`config.mk`:
```
export PLATFORM = sky130hd
export DESIGN_NAME = uart_top
export DESIGN_NICKNAME = d
export VERILOG_FILES = /design/src/hw/uart_pkg.sv /design/src/hw/uart_apb_regs.sv /design/src/hw/uart_fifo.sv /design/src/hw/uart_rx.sv /design/src/hw/uart_top.sv /design/src/hw/uart_tx.sv
export SDC_FILE = /design/constraint.sdc
export NUM_CORES = 1
export LEC_CHECK = 0
export BUFFER_PORTS_ARGS = -buffer_cell sky130_fd_sc_hd__buf_2
export CORE_MARGIN = 8
export CORE_UTILIZATION = 64
export DETAILED_ROUTE_END_ITERATION = 6
export PLACE_DENSITY_LB_ADDON = 0.25
export SYNTH_ARGS = -nofsm -noshare
export SYNTH_HDL_FRONTEND = slang
export SYNTH_SLANG_ARGS = --single-unit
```
`constraint.sdc`:
```
create_clock -name clk_i -period 8.7 [get_ports clk_i]
set_input_delay 1.74 -clock clk_i [delete_from_list [all_inputs] [get_ports clk_i]]
set_output_delay 1.74 -clock clk_i [all_outputs]
set_load 0.005 [all_outputs]
```
`src/hw/uart_pkg.sv`:
```
// uart package with the shared widths, register map, reset values and payload types.
package uart_pkg;

    localparam int DATA_W     = 8;
    localparam int BAUD_W     = 16;
    localparam int ADDR_W     = 8;
    localparam int PDATA_W    = 32;
    localparam int FIFO_DEPTH = 4;

    localparam logic [BAUD_W-1:0] BAUD_RESET = 16'd15; // 16 cycles per bit.

    localparam logic [ADDR_W-1:0] ADDR_DATA   = 8'h0;
    localparam logic [ADDR_W-1:0] ADDR_STATUS = 8'h4;
    localparam logic [ADDR_W-1:0] ADDR_BAUD   = 8'h8;

    // shared by the transmitter and receiver FSMs.
    typedef enum logic [1:0] {
        ST_IDLE,
        ST_START,
        ST_DATA,
        ST_STOP
    } uart_state_e;

    typedef struct packed {
        logic              frame_err; // stop bit sampled low.
        logic [DATA_W-1:0] data;
    } rx_entry_t;

    typedef struct packed {
        logic frame_seen;  // sticky bit 4.
        logic rx_overrun;  // sticky bit 3.
        logic rx_empty;
        logic tx_empty;
        logic tx_full;
    } status_t;

endpackage

```
`src/hw/uart_apb_regs.sv`:
```
// uart APB slave with DATA, STATUS and BAUD registers, FIFO strobes and sticky error flags.
`timescale 1ns/1ns

module uart_apb_regs (
    input  logic                         clk_i,
    input  logic                         rst_i,
    input  logic [uart_pkg::ADDR_W-1:0]  paddr_i,
    input  logic                         psel_i,
    input  logic                         penable_i,
    input  logic                         pwrite_i,
    input  logic [uart_pkg::PDATA_W-1:0] pwdata_i,
    output logic [uart_pkg::PDATA_W-1:0] prdata_o,
    output logic                         pready_o,
    output logic                         pslverr_o,
    input  logic                         tx_full_i,
    input  logic                         tx_empty_i,
    input  uart_pkg::rx_entry_t          rx_head_i,
    input  logic                         rx_empty_i,
    input  logic                         rx_full_i,
    input  logic                         rx_push_i,
    input  logic                         rx_frame_err_i,
    output logic                         tx_push_o,
    output logic [uart_pkg::DATA_W-1:0]  tx_data_o,
    output logic                         rx_pop_o,
    output logic                         rx_push_o,
    output logic [uart_pkg::BAUD_W-1:0]  divisor_o
);
    import uart_pkg::*;

    logic              access;
    logic              wr;
    logic              rd;
    logic              sel_data;
    logic              sel_status;
    logic              sel_baud;
    logic              bad_addr;
    logic [BAUD_W-1:0] divisor_q;
    logic              rx_overrun_q;
    logic              frame_seen_q;
    status_t           status;
    status_t           wr_status;

    assign access     = psel_i && penable_i; // access phase only.
    assign wr         = access && pwrite_i;
    assign rd         = access && !pwrite_i;
    assign sel_data   = (paddr_i == ADDR_DATA);
    assign sel_status = (paddr_i == ADDR_STATUS);
    assign sel_baud   = (paddr_i == ADDR_BAUD);
    assign bad_addr   = !(sel_data || sel_status || sel_baud);

    assign pready_o  = penable_i; // no wait states.
    assign pslverr_o = access && (bad_addr
                                  || (wr && sel_data && tx_full_i)
                                  || (rd && sel_data && rx_empty_i));

    assign tx_push_o = wr && sel_data && !tx_full_i;
    assign tx_data_o = pwdata_i[DATA_W-1:0];
    assign rx_pop_o  = rd && sel_data && !rx_empty_i;
    assign rx_push_o = rx_push_i && !rx_full_i; // entry dropped when full.
    assign divisor_o = divisor_q;

    assign status = '{frame_seen: frame_seen_q,
                      rx_overrun: rx_overrun_q,
                      rx_empty:   rx_empty_i,
                      tx_empty:   tx_empty_i,
                      tx_full:    tx_full_i};
    assign wr_status = status_t'(pwdata_i[$bits(status_t)-1:0]);

    always_comb begin
        prdata_o = '0;
        if (rd) begin
            if (sel_data && !rx_empty_i) begin
                prdata_o = PDATA_W'(rx_head_i);
            end else if (sel_status) begin
                prdata_o = PDATA_W'(status);
            end else if (sel_baud) begin
                prdata_o = PDATA_W'(divisor_q);
            end
        end
    end

    always_ff @(posedge clk_i) begin
        if (rst_i) begin
            divisor_q    <= BAUD_RESET;
            rx_overrun_q <= 1'b0;
            frame_seen_q <= 1'b0;
        end else begin
            if (wr && sel_baud) begin
                divisor_q <= pwdata_i[BAUD_W-1:0];
            end
            if (wr && sel_status && wr_status.rx_overrun) begin
                rx_overrun_q <= 1'b0;
            end
            if (wr && sel_status && wr_status.frame_seen) begin
                frame_seen_q <= 1'b0;
            end
            if (rx_push_i && rx_full_i) begin
                rx_overrun_q <= 1'b1; // a new event beats a clear.
            end
            if (rx_push_i && rx_frame_err_i) begin
                frame_seen_q <= 1'b1;
            end
        end
    end

endmodule

```
`src/hw/uart_fifo.sv`:
```
// uart FIFO, a show-ahead synchronous circular buffer with a typed payload.
`timescale 1ns/1ns

module uart_fifo #(
    parameter type T     = logic [uart_pkg::DATA_W-1:0],
    parameter int  DEPTH = uart_pkg::FIFO_DEPTH
) (
    input  logic clk_i,
    input  logic rst_i,
    input  logic push_i,
    input  T     push_data_i,
    input  logic pop_i,
    output T     head_o,
    output logic full_o,
    output logic empty_o
);
    localparam int PTR_W = $clog2(DEPTH);
    localparam int CNT_W = $clog2(DEPTH + 1);

    T                 mem_q [DEPTH];
    logic [PTR_W-1:0] wr_ptr_q;
    logic [PTR_W-1:0] rd_ptr_q;
    logic [CNT_W-1:0] count_q;
    logic             do_push;
    logic             do_pop;

    assign empty_o = (count_q == '0);
    assign full_o  = (count_q == CNT_W'(DEPTH));
    assign do_pop  = pop_i && !empty_o;
    assign do_push = push_i && (!full_o || do_pop); // full plus pop frees a slot.
    assign head_o  = mem_q[rd_ptr_q];

    always_ff @(posedge clk_i) begin
        if (do_push) begin
            mem_q[wr_ptr_q] <= push_data_i;
        end
    end

    always_ff @(posedge clk_i) begin
        if (rst_i) begin
            wr_ptr_q <= '0;
            rd_ptr_q <= '0;
            count_q  <= '0;
        end else begin
            if (do_push) begin
                wr_ptr_q <= (wr_ptr_q == PTR_W'(DEPTH - 1)) ? '0 : wr_ptr_q + 1'b1;
            end
            if (do_pop) begin
                rd_ptr_q <= (rd_ptr_q == PTR_W'(DEPTH - 1)) ? '0 : rd_ptr_q + 1'b1;
            end
            case ({do_push, do_pop})
                2'b10:   count_q <= count_q + 1'b1;
                2'b01:   count_q <= count_q - 1'b1;
                default: count_q <= count_q;
            endcase
        end
    end

endmodule

```
`src/hw/uart_rx.sv`:
```
// uart receiver that synchronizes the line, samples mid-bit and emits one entry per frame.
`timescale 1ns/1ns

module uart_rx (
    input  logic                        clk_i,
    input  logic                        rst_i,
    input  logic                        rx_i,
    input  logic [uart_pkg::BAUD_W-1:0] divisor_i,
    output logic                        push_o,
    output uart_pkg::rx_entry_t         entry_o
);
    import uart_pkg::*;

    logic [1:0]        sync_q;
    logic              rx_prev_q;
    logic              rx_s;
    logic              fall;
    uart_state_e       state_q;
    logic [BAUD_W-1:0] baud_cnt_q;
    logic [2:0]        bit_idx_q;
    logic [DATA_W-1:0] shift_q;
    logic              half_done;
    logic              bit_done;

    assign rx_s      = sync_q[1];
    assign fall      = rx_prev_q && !rx_s;
    assign half_done = (baud_cnt_q >= (divisor_i >> 1));
    assign bit_done  = (baud_cnt_q >= divisor_i);

    always_ff @(posedge clk_i) begin
        if (rst_i) begin
            sync_q    <= 2'b11; // line idles high.
            rx_prev_q <= 1'b1;
        end else begin
            sync_q    <= {sync_q[0], rx_i};
            rx_prev_q <= rx_s;
        end
    end

    always_ff @(posedge clk_i) begin
        if (rst_i) begin
            state_q    <= ST_IDLE;
            baud_cnt_q <= '0;
            bit_idx_q  <= '0;
            push_o     <= 1'b0;
        end else begin
            push_o     <= 1'b0;
            baud_cnt_q <= baud_cnt_q + 1'b1;
            case (state_q)
                ST_IDLE: begin
                    baud_cnt_q <= '0;
                    bit_idx_q  <= '0;
                    if (fall) begin
                        state_q <= ST_START;
                    end
                end
                ST_START: begin
                    if (half_done) begin
                        baud_cnt_q <= '0;
                        state_q    <= rx_s ? ST_IDLE : ST_DATA; // high here is a glitch.
                    end
                end
                ST_DATA: begin
                    if (bit_done) begin
                        baud_cnt_q <= '0;
                        bit_idx_q  <= bit_idx_q + 1'b1;
                        if (bit_idx_q == 3'd7) begin
                            state_q <= ST_STOP;
                        end
                    end
                end
                ST_STOP: begin
                    if (bit_done) begin
                        baud_cnt_q <= '0;
                        state_q    <= ST_IDLE;
                        push_o     <= 1'b1;
                    end
                end
            endcase
        end
    end

    always_ff @(posedge clk_i) begin
        if (state_q == ST_DATA && bit_done) begin
            shift_q <= {rx_s, shift_q[DATA_W-1:1]}; // lsb arrives first.
        end
        if (state_q == ST_STOP && bit_done) begin
            entry_o.data      <= shift_q;
            entry_o.frame_err <= !rx_s;
        end
    end

endmodule

```
`src/hw/uart_top.sv`:
```
// uart top level joining the APB slave, both FIFOs, the transmitter and the receiver.
`timescale 1ns/1ns

module uart_top (
    input  logic                         clk_i,
    input  logic                         rst_i,
    input  logic [uart_pkg::ADDR_W-1:0]  paddr_i,
    input  logic                         psel_i,
    input  logic                         penable_i,
    input  logic                         pwrite_i,
    input  logic [uart_pkg::PDATA_W-1:0] pwdata_i,
    input  logic                         rx_i,
    output logic [uart_pkg::PDATA_W-1:0] prdata_o,
    output logic                         pready_o,
    output logic                         pslverr_o,
    output logic                         tx_o
);
    import uart_pkg::*;

    logic              tx_push;
    logic [DATA_W-1:0] tx_data;
    logic [DATA_W-1:0] tx_head;
    logic              tx_full;
    logic              tx_empty;
    logic              tx_ready;
    logic              rx_push_raw;
    rx_entry_t         rx_entry;
    logic              rx_push;
    logic              rx_pop;
    rx_entry_t         rx_head;
    logic              rx_full;
    logic              rx_empty;
    logic [BAUD_W-1:0] divisor;

    uart_apb_regs u_regs (
        .clk_i          (clk_i),
        .rst_i          (rst_i),
        .paddr_i        (paddr_i),
        .psel_i         (psel_i),
        .penable_i      (penable_i),
        .pwrite_i       (pwrite_i),
        .pwdata_i       (pwdata_i),
        .prdata_o       (prdata_o),
        .pready_o       (pready_o),
        .pslverr_o      (pslverr_o),
        .tx_full_i      (tx_full),
        .tx_empty_i     (tx_empty),
        .rx_head_i      (rx_head),
        .rx_empty_i     (rx_empty),
        .rx_full_i      (rx_full),
        .rx_push_i      (rx_push_raw),
        .rx_frame_err_i (rx_entry.frame_err),
        .tx_push_o      (tx_push),
        .tx_data_o      (tx_data),
        .rx_pop_o       (rx_pop),
        .rx_push_o      (rx_push),
        .divisor_o      (divisor)
    );

    uart_fifo #(.T(logic [DATA_W-1:0]), .DEPTH(FIFO_DEPTH)) u_tx_fifo (
        .clk_i       (clk_i),
        .rst_i       (rst_i),
        .push_i      (tx_push),
        .push_data_i (tx_data),
        .pop_i       (tx_ready), // ignored while empty.
        .head_o      (tx_head),
        .full_o      (tx_full),
        .empty_o     (tx_empty)
    );

    uart_fifo #(.T(rx_entry_t), .DEPTH(FIFO_DEPTH)) u_rx_fifo (
        .clk_i       (clk_i),
        .rst_i       (rst_i),
        .push_i      (rx_push),
        .push_data_i (rx_entry),
        .pop_i       (rx_pop),
        .head_o      (rx_head),
        .full_o      (rx_full),
        .empty_o     (rx_empty)
    );

    uart_tx u_tx (
        .clk_i     (clk_i),
        .rst_i     (rst_i),
        .data_i    (tx_head),
        .valid_i   (!tx_empty),
        .divisor_i (divisor),
        .ready_o   (tx_ready),
        .tx_o      (tx_o)
    );

    uart_rx u_rx (
        .clk_i     (clk_i),
        .rst_i     (rst_i),
        .rx_i      (rx_i),
        .divisor_i (divisor),
        .push_o    (rx_push_raw),
        .entry_o   (rx_entry)
    );

endmodule

```
`src/hw/uart_tx.sv`:
```
// uart transmitter FSM sending 8N1 frames, LSB first, at divisor+1 cycles per bit.
`timescale 1ns/1ns

module uart_tx (
    input  logic                        clk_i,
    input  logic                        rst_i,
    input  logic [uart_pkg::DATA_W-1:0] data_i,
    input  logic                        valid_i,
    input  logic [uart_pkg::BAUD_W-1:0] divisor_i,
    output logic                        ready_o,
    output logic                        tx_o
);
    import uart_pkg::*;

    uart_state_e       state_q;
    logic [BAUD_W-1:0] baud_cnt_q;
    logic [2:0]        bit_idx_q;
    logic [DATA_W-1:0] shift_q;
    logic              bit_done;

    assign bit_done = (baud_cnt_q >= divisor_i);
    assign ready_o  = (state_q == ST_IDLE);

    always_comb begin
        case (state_q)
            ST_START: tx_o = 1'b0;
            ST_DATA:  tx_o = shift_q[0];
            default:  tx_o = 1'b1; // idle and stop.
        endcase
    end

    always_ff @(posedge clk_i) begin
        if (rst_i) begin
            state_q    <= ST_IDLE;
            baud_cnt_q <= '0;
            bit_idx_q  <= '0;
        end else begin
            baud_cnt_q <= bit_done ? '0 : baud_cnt_q + 1'b1;
            case (state_q)
                ST_IDLE: begin
                    baud_cnt_q <= '0;
                    bit_idx_q  <= '0;
                    if (valid_i) begin
                        state_q <= ST_START;
                    end
                end
                ST_START: begin
                    if (bit_done) begin
                        state_q <= ST_DATA;
                    end
                end
                ST_DATA: begin
                    if (bit_done) begin
                        bit_idx_q <= bit_idx_q + 1'b1;
                        if (bit_idx_q == 3'd7) begin
                            state_q <= ST_STOP;
                        end
                    end
                end
                ST_STOP: begin
                    if (bit_done) begin
                        state_q <= ST_IDLE; // one idle cycle before next accept.
                    end
                end
            endcase
        end
    end

    always_ff @(posedge clk_i) begin
        if (ready_o && valid_i) begin
            shift_q <= data_i;
        end else if (state_q == ST_DATA && bit_done) begin
            shift_q <= shift_q >> 1;
        end
    end

endmodule

```
==> qor.csv, run 1 <==
stage;metric;value;unit
setup_path;path_common_cell;buf_2;
drt;dr_total_vias;5660;
power;ir_worst_vdd;0.1668;mV
drt;wire_per_inst;17.78;um
clock_network;cts_setup_buffers;0;
power;power.static_leakage;3.554;nW
sta;post-route-min-period;5319;ps
clock_network;cts.repair.resized;0;
global_routing;grt_pass1_vias;5689;
sta;fin_tns_setup;0;ps
global_routing;grt_pass1_wl;27700;um
flow_run;cap_violations;0;
setup_path;reg2reg_from;u_regs.divisor_o[2]$_SDFFE_PP1P_;
setup_path;arrival;3580;ps
sta;setup_viol;0;
placement;gp_congestion;0.9106;
finish;layout_common_cells;93 x edfxtp_1, 82 x dfxtp_1, 75 x nor2_1, 69 x ha_1, 60 x nand2_1;
synthesis;syn_area_per_cell;11.32;um2
clock_network;postCtsHoldBufs;0;
status;status;finished clean;
finish;syn2layout_area_growth;10.93;%
die;die_area;16910;um2
min_path;hold_end;u_rx.sync_q[1]$_SDFF_PP1_;
drt;wl;17160;um
synthesis;yosysTopAreaCellShare;0.3355;
die;initial_core_util;0.6569;
setup_path;path_max_fanout;11;
clock_network;clk_pin_slew;70;ps
synthesis;netlist_area;8323;um2
setup_path;worst_setup_path_start_kind;primary input;
setup_path;r2r_end;u_rx.entry_o[1]$_DFFE_PP_;
die;rows;41;
die;fp.dieH;130.0;um
global_routing;antenna_found_initial;0;
synthesis;ys_ff_latch;175;
finish;final_common_cell;edfxtp_1;
clock_network;clockBufferDepth;2;
synthesis;synthTopCellsByArea;edfxtp_1 34%, dfxtp_1 20%, ha_1 10%;
die;fp.dieW;130.0;um
synthesis;synth.yosys.seq_area_share;0.5328;
sta;clock_skew;8.298;ps
min_path;min_path_type;flip-flop to flip-flop;
setup_path;crit_type;primary input to output pin;
setup_path;crit_buf_inv;2;
finish;diodes;0;
synthesis;yosysWarningCount;0;
global_routing;grt.total_usage;0.2130;
sta;hold_violations;0;
setup_path;crit_slowest_cell;nor2b_1;
drt;dr_wl_met2;8824;um
drt;met1_length;7119;um
drt;firstDrtPassIters;5;
sta;worst_pin_slew;827.3;ps
clock_network;numClockSinks;175;
finish;final_nets;898;
sta;max_freq;188.0;MHz
synthesis;async_flop_share;0;
setup_path;required;6960;ps
clock_network;numCtsBuffers;17;
synthesis;yosys.cell_types.count;54;
clock_network;clk_latency;440;ps
placement;dp_hpwl;11980;um
min_path;hold_start;u_rx.sync_q[0]$_SDFF_PP1_;
finish;drive_gt1_frac;0.1463;
finish;fillers;831;
setup_path;reg2reg_depth;8;
synthesis;synth_cells;735;
setup_path;cp-end-kind;output pin;
drt;route.detailed.drc;0;
setup_path;r2r_slack;5770;ps
clock_network;htree_levels;4;
synthesis;synth_top_area_cell;edfxtp_1;
drt;detail-route-antenna-nets;0;
drt;vias_per_cell;5.865;
power;power_density;184.7;nW/um2
drt;wl_met3;704;um
die;fp.coreArea;12670;um2
setup_path;path_cells;buf_2 -> nor2_1 -> nand3_1 -> or3_4 -> nor2b_1 -> a22o_1 -> buf_2;
clock_network;cts_tree;built;
setup_path;crit_family;simple AND/OR/NAND/NOR gates;
sta;finalCritPeriodShare;0.6114;
placement;io_buffers;48;
synthesis;synthFlopType;edfxtp_1;
sta;worst_slew_margin_rel;0.4464;
drt;drt-initial-drc-count;422;
min_path;min_path_cells;1;
sta;final_max_slew_viol_count;0;
drt;top_layer_used;met4;
global_routing;gr-total-overflow;0;
sta;rsz0062_at_grt;false;
global_routing;grt_max_degree;44;
clock_network;cts-root-buf;clkbuf_16;
die;ios;81;
setup_path;cpPeakStageDelay;650;ps
synthesis;synth-edff-count;93;
finish;final_util;0.7286;
## stage by stage
step	worst slack (ps)	cell area (um2)	hold slack, ps	power (mW)	cells
floorplan	3818	8379	389.5	0.9346	750
global placement	3456	8636	393.1	0.9454	934
detailed placement	3385	8636	402.1	0.9491	934
CTS	3391	9233	420.4	1.710	965
global route	3279	9233	433.0	1.751	965
finish	3381	9233	421.1	1.705	965
## worst register-to-register path: stages, from the launching register on
cell	delay, ps
dfxtp_1	400
inv_1	110
ha_1	310
nand2_1	50
o21ai_0	230
a211oi_1	170
o21ai_0	470
nand2_1	160
nor2_1	660
## logic make-up (layout without fill, tap and decap cells)
group,after synthesis,after routing,synth area share
simple gates,240,240,0.1345
flops,175,175,0.5328
compound gates,101,101,0.07667
buf+inv,81,124,0.04555
fa+ha+maj,71,71,0.1085
mux,34,34,0.06780
xor+xnor,32,32,0.03367
other cells,1,16,0.0004506
## flip-flops by register name (all words and copies together) (netlist names), 3 cells and up, named ones only
register and flops:
u_regs.divisor_o 16, u_rx.baud_cnt_q 16, u_rx.bit_idx_q 3, u_rx.entry_o 9, u_rx.shift_q 8, u_rx_fifo.count_q 3
u_rx_fifo.mem_q 36, u_tx.baud_cnt_q 16, u_tx.bit_idx_q 3, u_tx.shift_q 8, u_tx_fifo.count_q 3, u_tx_fifo.mem_q 32
## cell usage after synthesis (4+ instances only)
master,instances
edfxtp_1,93
dfxtp_1,82
nor2_1,75
ha_1,69
nand2_1,60
a21oi_1,44
inv_1,41
nand3_1,36
xor2_1,20
buf_4,17
mux4_2,17
clkbuf_1,16
o21ai_0,15
and2_1,13
and3_1,13
xnor2_1,12
nor3_1,10
mux2_2,9
nand4_1,9
mux2i_1,8
nor2b_1,7
a211oi_1,6
or3_1,5
a22o_1,4
nand2b_1,4
o21a_1,4
o2bb2ai_1,4
## worst max path at each step
stage	startpoint	endpoint	slack, ps	cells after the start
3_5_place_dp	paddr_i[1]	prdata_o[7]	3380	7
2_1_floorplan	paddr_i[1]	prdata_o[5]	3820	6
3_3_place_gp	paddr_i[1]	prdata_o[7]	3460	7
6_report	paddr_i[1]	prdata_o[6]	3380	7
4_1_cts	paddr_i[1]	prdata_o[7]	3390	7
5_1_grt	paddr_i[1]	prdata_o[6]	3280	7
## final cells by class
class                   count  area (um2)  share of cell area
clock buffers              17       425.4             0.04608
flip-flops and latches    175        4434              0.4803
multi-input cells         494        3566              0.3862
repair buffers             51       262.8             0.02846
clock inverters            14       171.4             0.01857
inverters                  42       157.7             0.01708
well taps                 172       215.2             0.02331
## power by group
part,switching [mW],internal [mW],leakage [nW]
sequential,0.00716,0.869,1.50
clock,0.341,0.432,0.291
combinational,0.0334,0.0221,1.77
## layer usage
metal  up-vias  GRT usage
li1       2687          -
met1      2791     0.2459
met2       137     0.3672
met3        45    0.05059
met4         0     0.1004
met5         -          0
No activity file was read; power rests on OpenSTA's default activity.
==> run 2: changes to the inputs <==
--- a/config.mk
+++ b/config.mk
@@ -7,7 +7,7 @@
 export LEC_CHECK = 0
 export BUFFER_PORTS_ARGS = -buffer_cell sky130_fd_sc_hd__buf_2
 export CORE_MARGIN = 8
-export CORE_UTILIZATION = 64
+export CORE_UTILIZATION = 59
 export DETAILED_ROUTE_END_ITERATION = 6
 export PLACE_DENSITY_LB_ADDON = 0.25
 export SYNTH_ARGS = -nofsm -noshare
==> constraint.sdc (replaced) <==
create_clock -name clk_i -period 5.5 [get_ports clk_i]
set_input_delay 1.1 -clock clk_i [delete_from_list [all_inputs] [get_ports clk_i]]
set_output_delay 1.1 -clock clk_i [all_outputs]
set_load 0.005 [all_outputs]
==> run 2 against run 1 <==
Net effect: die area grew 7.4%; total power up 56%; clock-buffer cell count is the same; largest power group unchanged; highest routed layer unchanged.
==> qor.csv, run 2 (synthesis gave the netlist of run 1 again) <==
stage;metric;value;unit;change
die;rows;43;;+4.9%
clock_network;cts_setup_buffers;0;;unchanged
setup_path;path_max_fanout;11;;unchanged
power;p_total;2.653;mW;+56%
drt;dr_total_vias;5512;;-2.6%
drt;wl;16950;um;-1.2%
drt;dr_wl_met2;8624;um;-2.3%
clock_network;postCtsHoldBufs;0;;unchanged
sta;worst_pin_slew;910.3;ps;+83.01 ps
drt;met1_length;7204;um;+1.2%
drt;vias_per_cell;5.659;;-3.5%
finish;final_common_cell;edfxtp_1;;
clock_network;clockBufferDepth;2;;unchanged
finish;drive_gt1_frac;0.1461;;-0.0001842
global_routing;grt.total_usage;0.1942;;-0.01886
drt;wl_met3;845;um;+20%
sta;finalCritPeriodShare;0.7459;;
clock_network;cts-root-buf;clkbuf_16;;
placement;gp_congestion;0.7869;;-14%
finish;stdcell_area;9229;um2;about the same
clock_network;htree_levels;4;;unchanged
sta;hold_violations;0;;unchanged
finish;final_nets;898;;unchanged
finish;largest_register_ffs;36;;unchanged
clock_network;cts.repair.resized;0;;unchanged
sta;layout_setup_ws;1397;ps;-1984 ps
global_routing;grt_pass1_vias;5692;;+0.053%
drt;drt-initial-drc-count;333;;-21%
setup_path;crit_type;primary input to output pin;;
setup_path;cp-end-kind;output pin;;
power;clkPwrFrac;0.445;;-0.008
clock_network;numCtsBuffers;17;;unchanged
sta;rsz0062_at_grt;false;;
drt;wire_per_inst;17.41;um;-2.1%
finish;layout_common_cells;93 x edfxtp_1, 82 x dfxtp_1, 75 x nor2_1, 69 x ha_1, 60 x nand2_1;;
power;power.switching;0.6328;mW;+66%
sta;max_freq;243.7;MHz;
drt;detail-route-antenna-nets;0;;unchanged
power;seqPwrFrac;0.522;;+0.008
drt;firstDrtPassIters;4;;-1
placement;postPlaceCellArea;8646;um2;+0.12%
power;power_switching_share;0.2385;;+0.01497
sta;post-route-min-period;4103;ps;
sta;fin_tns_setup;0;ps;unchanged
min_path;min_path_type;flip-flop to flip-flop;;
clock_network;cts_tree;built;;
finish;syn2layout_area_growth;10.88;%;about the same
placement;io_buffers;48;;unchanged
global_routing;gr-total-overflow;0;;unchanged
die;fp.coreArea;13830;um2;+9.1%
clock_network;clk_latency;440;ps;about the same
finish;top_regs;u_rx_fifo.mem_q x36, u_tx_fifo.mem_q x32;;
setup_path;required;4400;ps;-2560 ps
global_routing;grt_max_degree;44;;unchanged
placement;place_worst_setup_slack;1399;ps;-1986 ps
die;initial_core_util;0.6019;;-0.05492
sta;clock_skew;9.054;ps;+0.7558 ps
setup_path;worst_setup_path_start_kind;primary input;;
global_routing;grt_pass1_wl;27650;um;-0.20%
drt;route.detailed.drc;0;;unchanged
power;power_density;287.5;nW/um2;+56%
finish;final_util;0.6675;;-0.06120
power;p_int;2.021;mW;+53%
sta;final_max_slew_viol_count;0;;unchanged
power;comb_power_share;0.033;;about the same
drt;top_layer_used;met4;;
global_routing;antenna_found_initial;0;;unchanged
sta;setup_viol;0;;unchanged
status;status;finished clean;;
power;power.static_leakage;3.548;nW;-0.17%
die;fp.dieW;134.8;um;+3.6%
clock_network;numClockSinks;175;;unchanged
finish;regMostFlops;u_rx_fifo.mem_q;;
power;ir_worst_vdd;0.2356;mV;+41%
clock_network;clk_pin_slew;70;ps;about the same
die;ios;81;;unchanged
flow_run;cap_violations;0;;unchanged
die;fp.dieH;134.8;um;+3.6%
finish;diodes;0;;unchanged
placement;dp_hpwl;12520;um;+4.5%
sta;worst_slew_margin_rel;0.3919;;-0.05455
setup_path;arrival;3000;ps;-580 ps
die;die_area;18160;um2;+7.4%
## run 2: metal layers
layer | GRT usage | vias up
li1 | - | 2677
met1 | 0.2214 | 2695
met2 | 0.3475 | 119
met3 | 0.04569 | 21
met4 | 0.06737 | 0
met5 | 0 | -
## run 2: final cells by class
class / count / area [um2]
timing repair buffer: 51 / 262.8
multi-input combinational: 494 / 3566
tap: 180 / 225.2
clock buffer: 17 / 425.4
clock inverter: 15 / 157.7
inverter: 42 / 157.7
sequential: 175 / 4434
fill: 1025 / 4598
## run 2: worst paths after layout
check	cells after the start	to	slack, ps	startpoint
worst max-delay path	7	prdata_o[6]	1400	paddr_i[5]
worst min-delay path	1	u_rx.sync_q[1]$_SDFF_PP1_	420	u_rx.sync_q[0]$_SDFF_PP1_
worst max register to register	8	u_rx.entry_o[6]$_DFFE_PP_	2630	u_regs.divisor_o[1]$_SDFFE_PP1P_
worst min register to register	1	u_rx.sync_q[1]$_SDFF_PP1_	420	u_rx.sync_q[0]$_SDFF_PP1_
## run 2: worst max-delay path, cell delays in order
cell and delay (ps):
buf_2 110, nor2_2 120, nand3_1 130, or3_4 410
nor2b_1 720, a22o_1 290, buf_2 120
## run 2: through the flow
stage	hold slack, ps	cells
floorplan	389.5	750
global placement	392.0	942
detailed placement	405.7	942
CTS	423.0	974
global route	430.6	974
finish	417.3	974
## run 2: power by group through the flow
stage                     Combinational [mW]  Clock [mW]  Sequential [mW]
after floorplan                       0.0693           0             1.41
after global placement                0.0815           0             1.41
after detailed placement              0.0861           0             1.42
after CTS                             0.0869        1.19             1.39
after global routing                  0.0977        1.24             1.39
final                                 0.0869        1.18             1.39
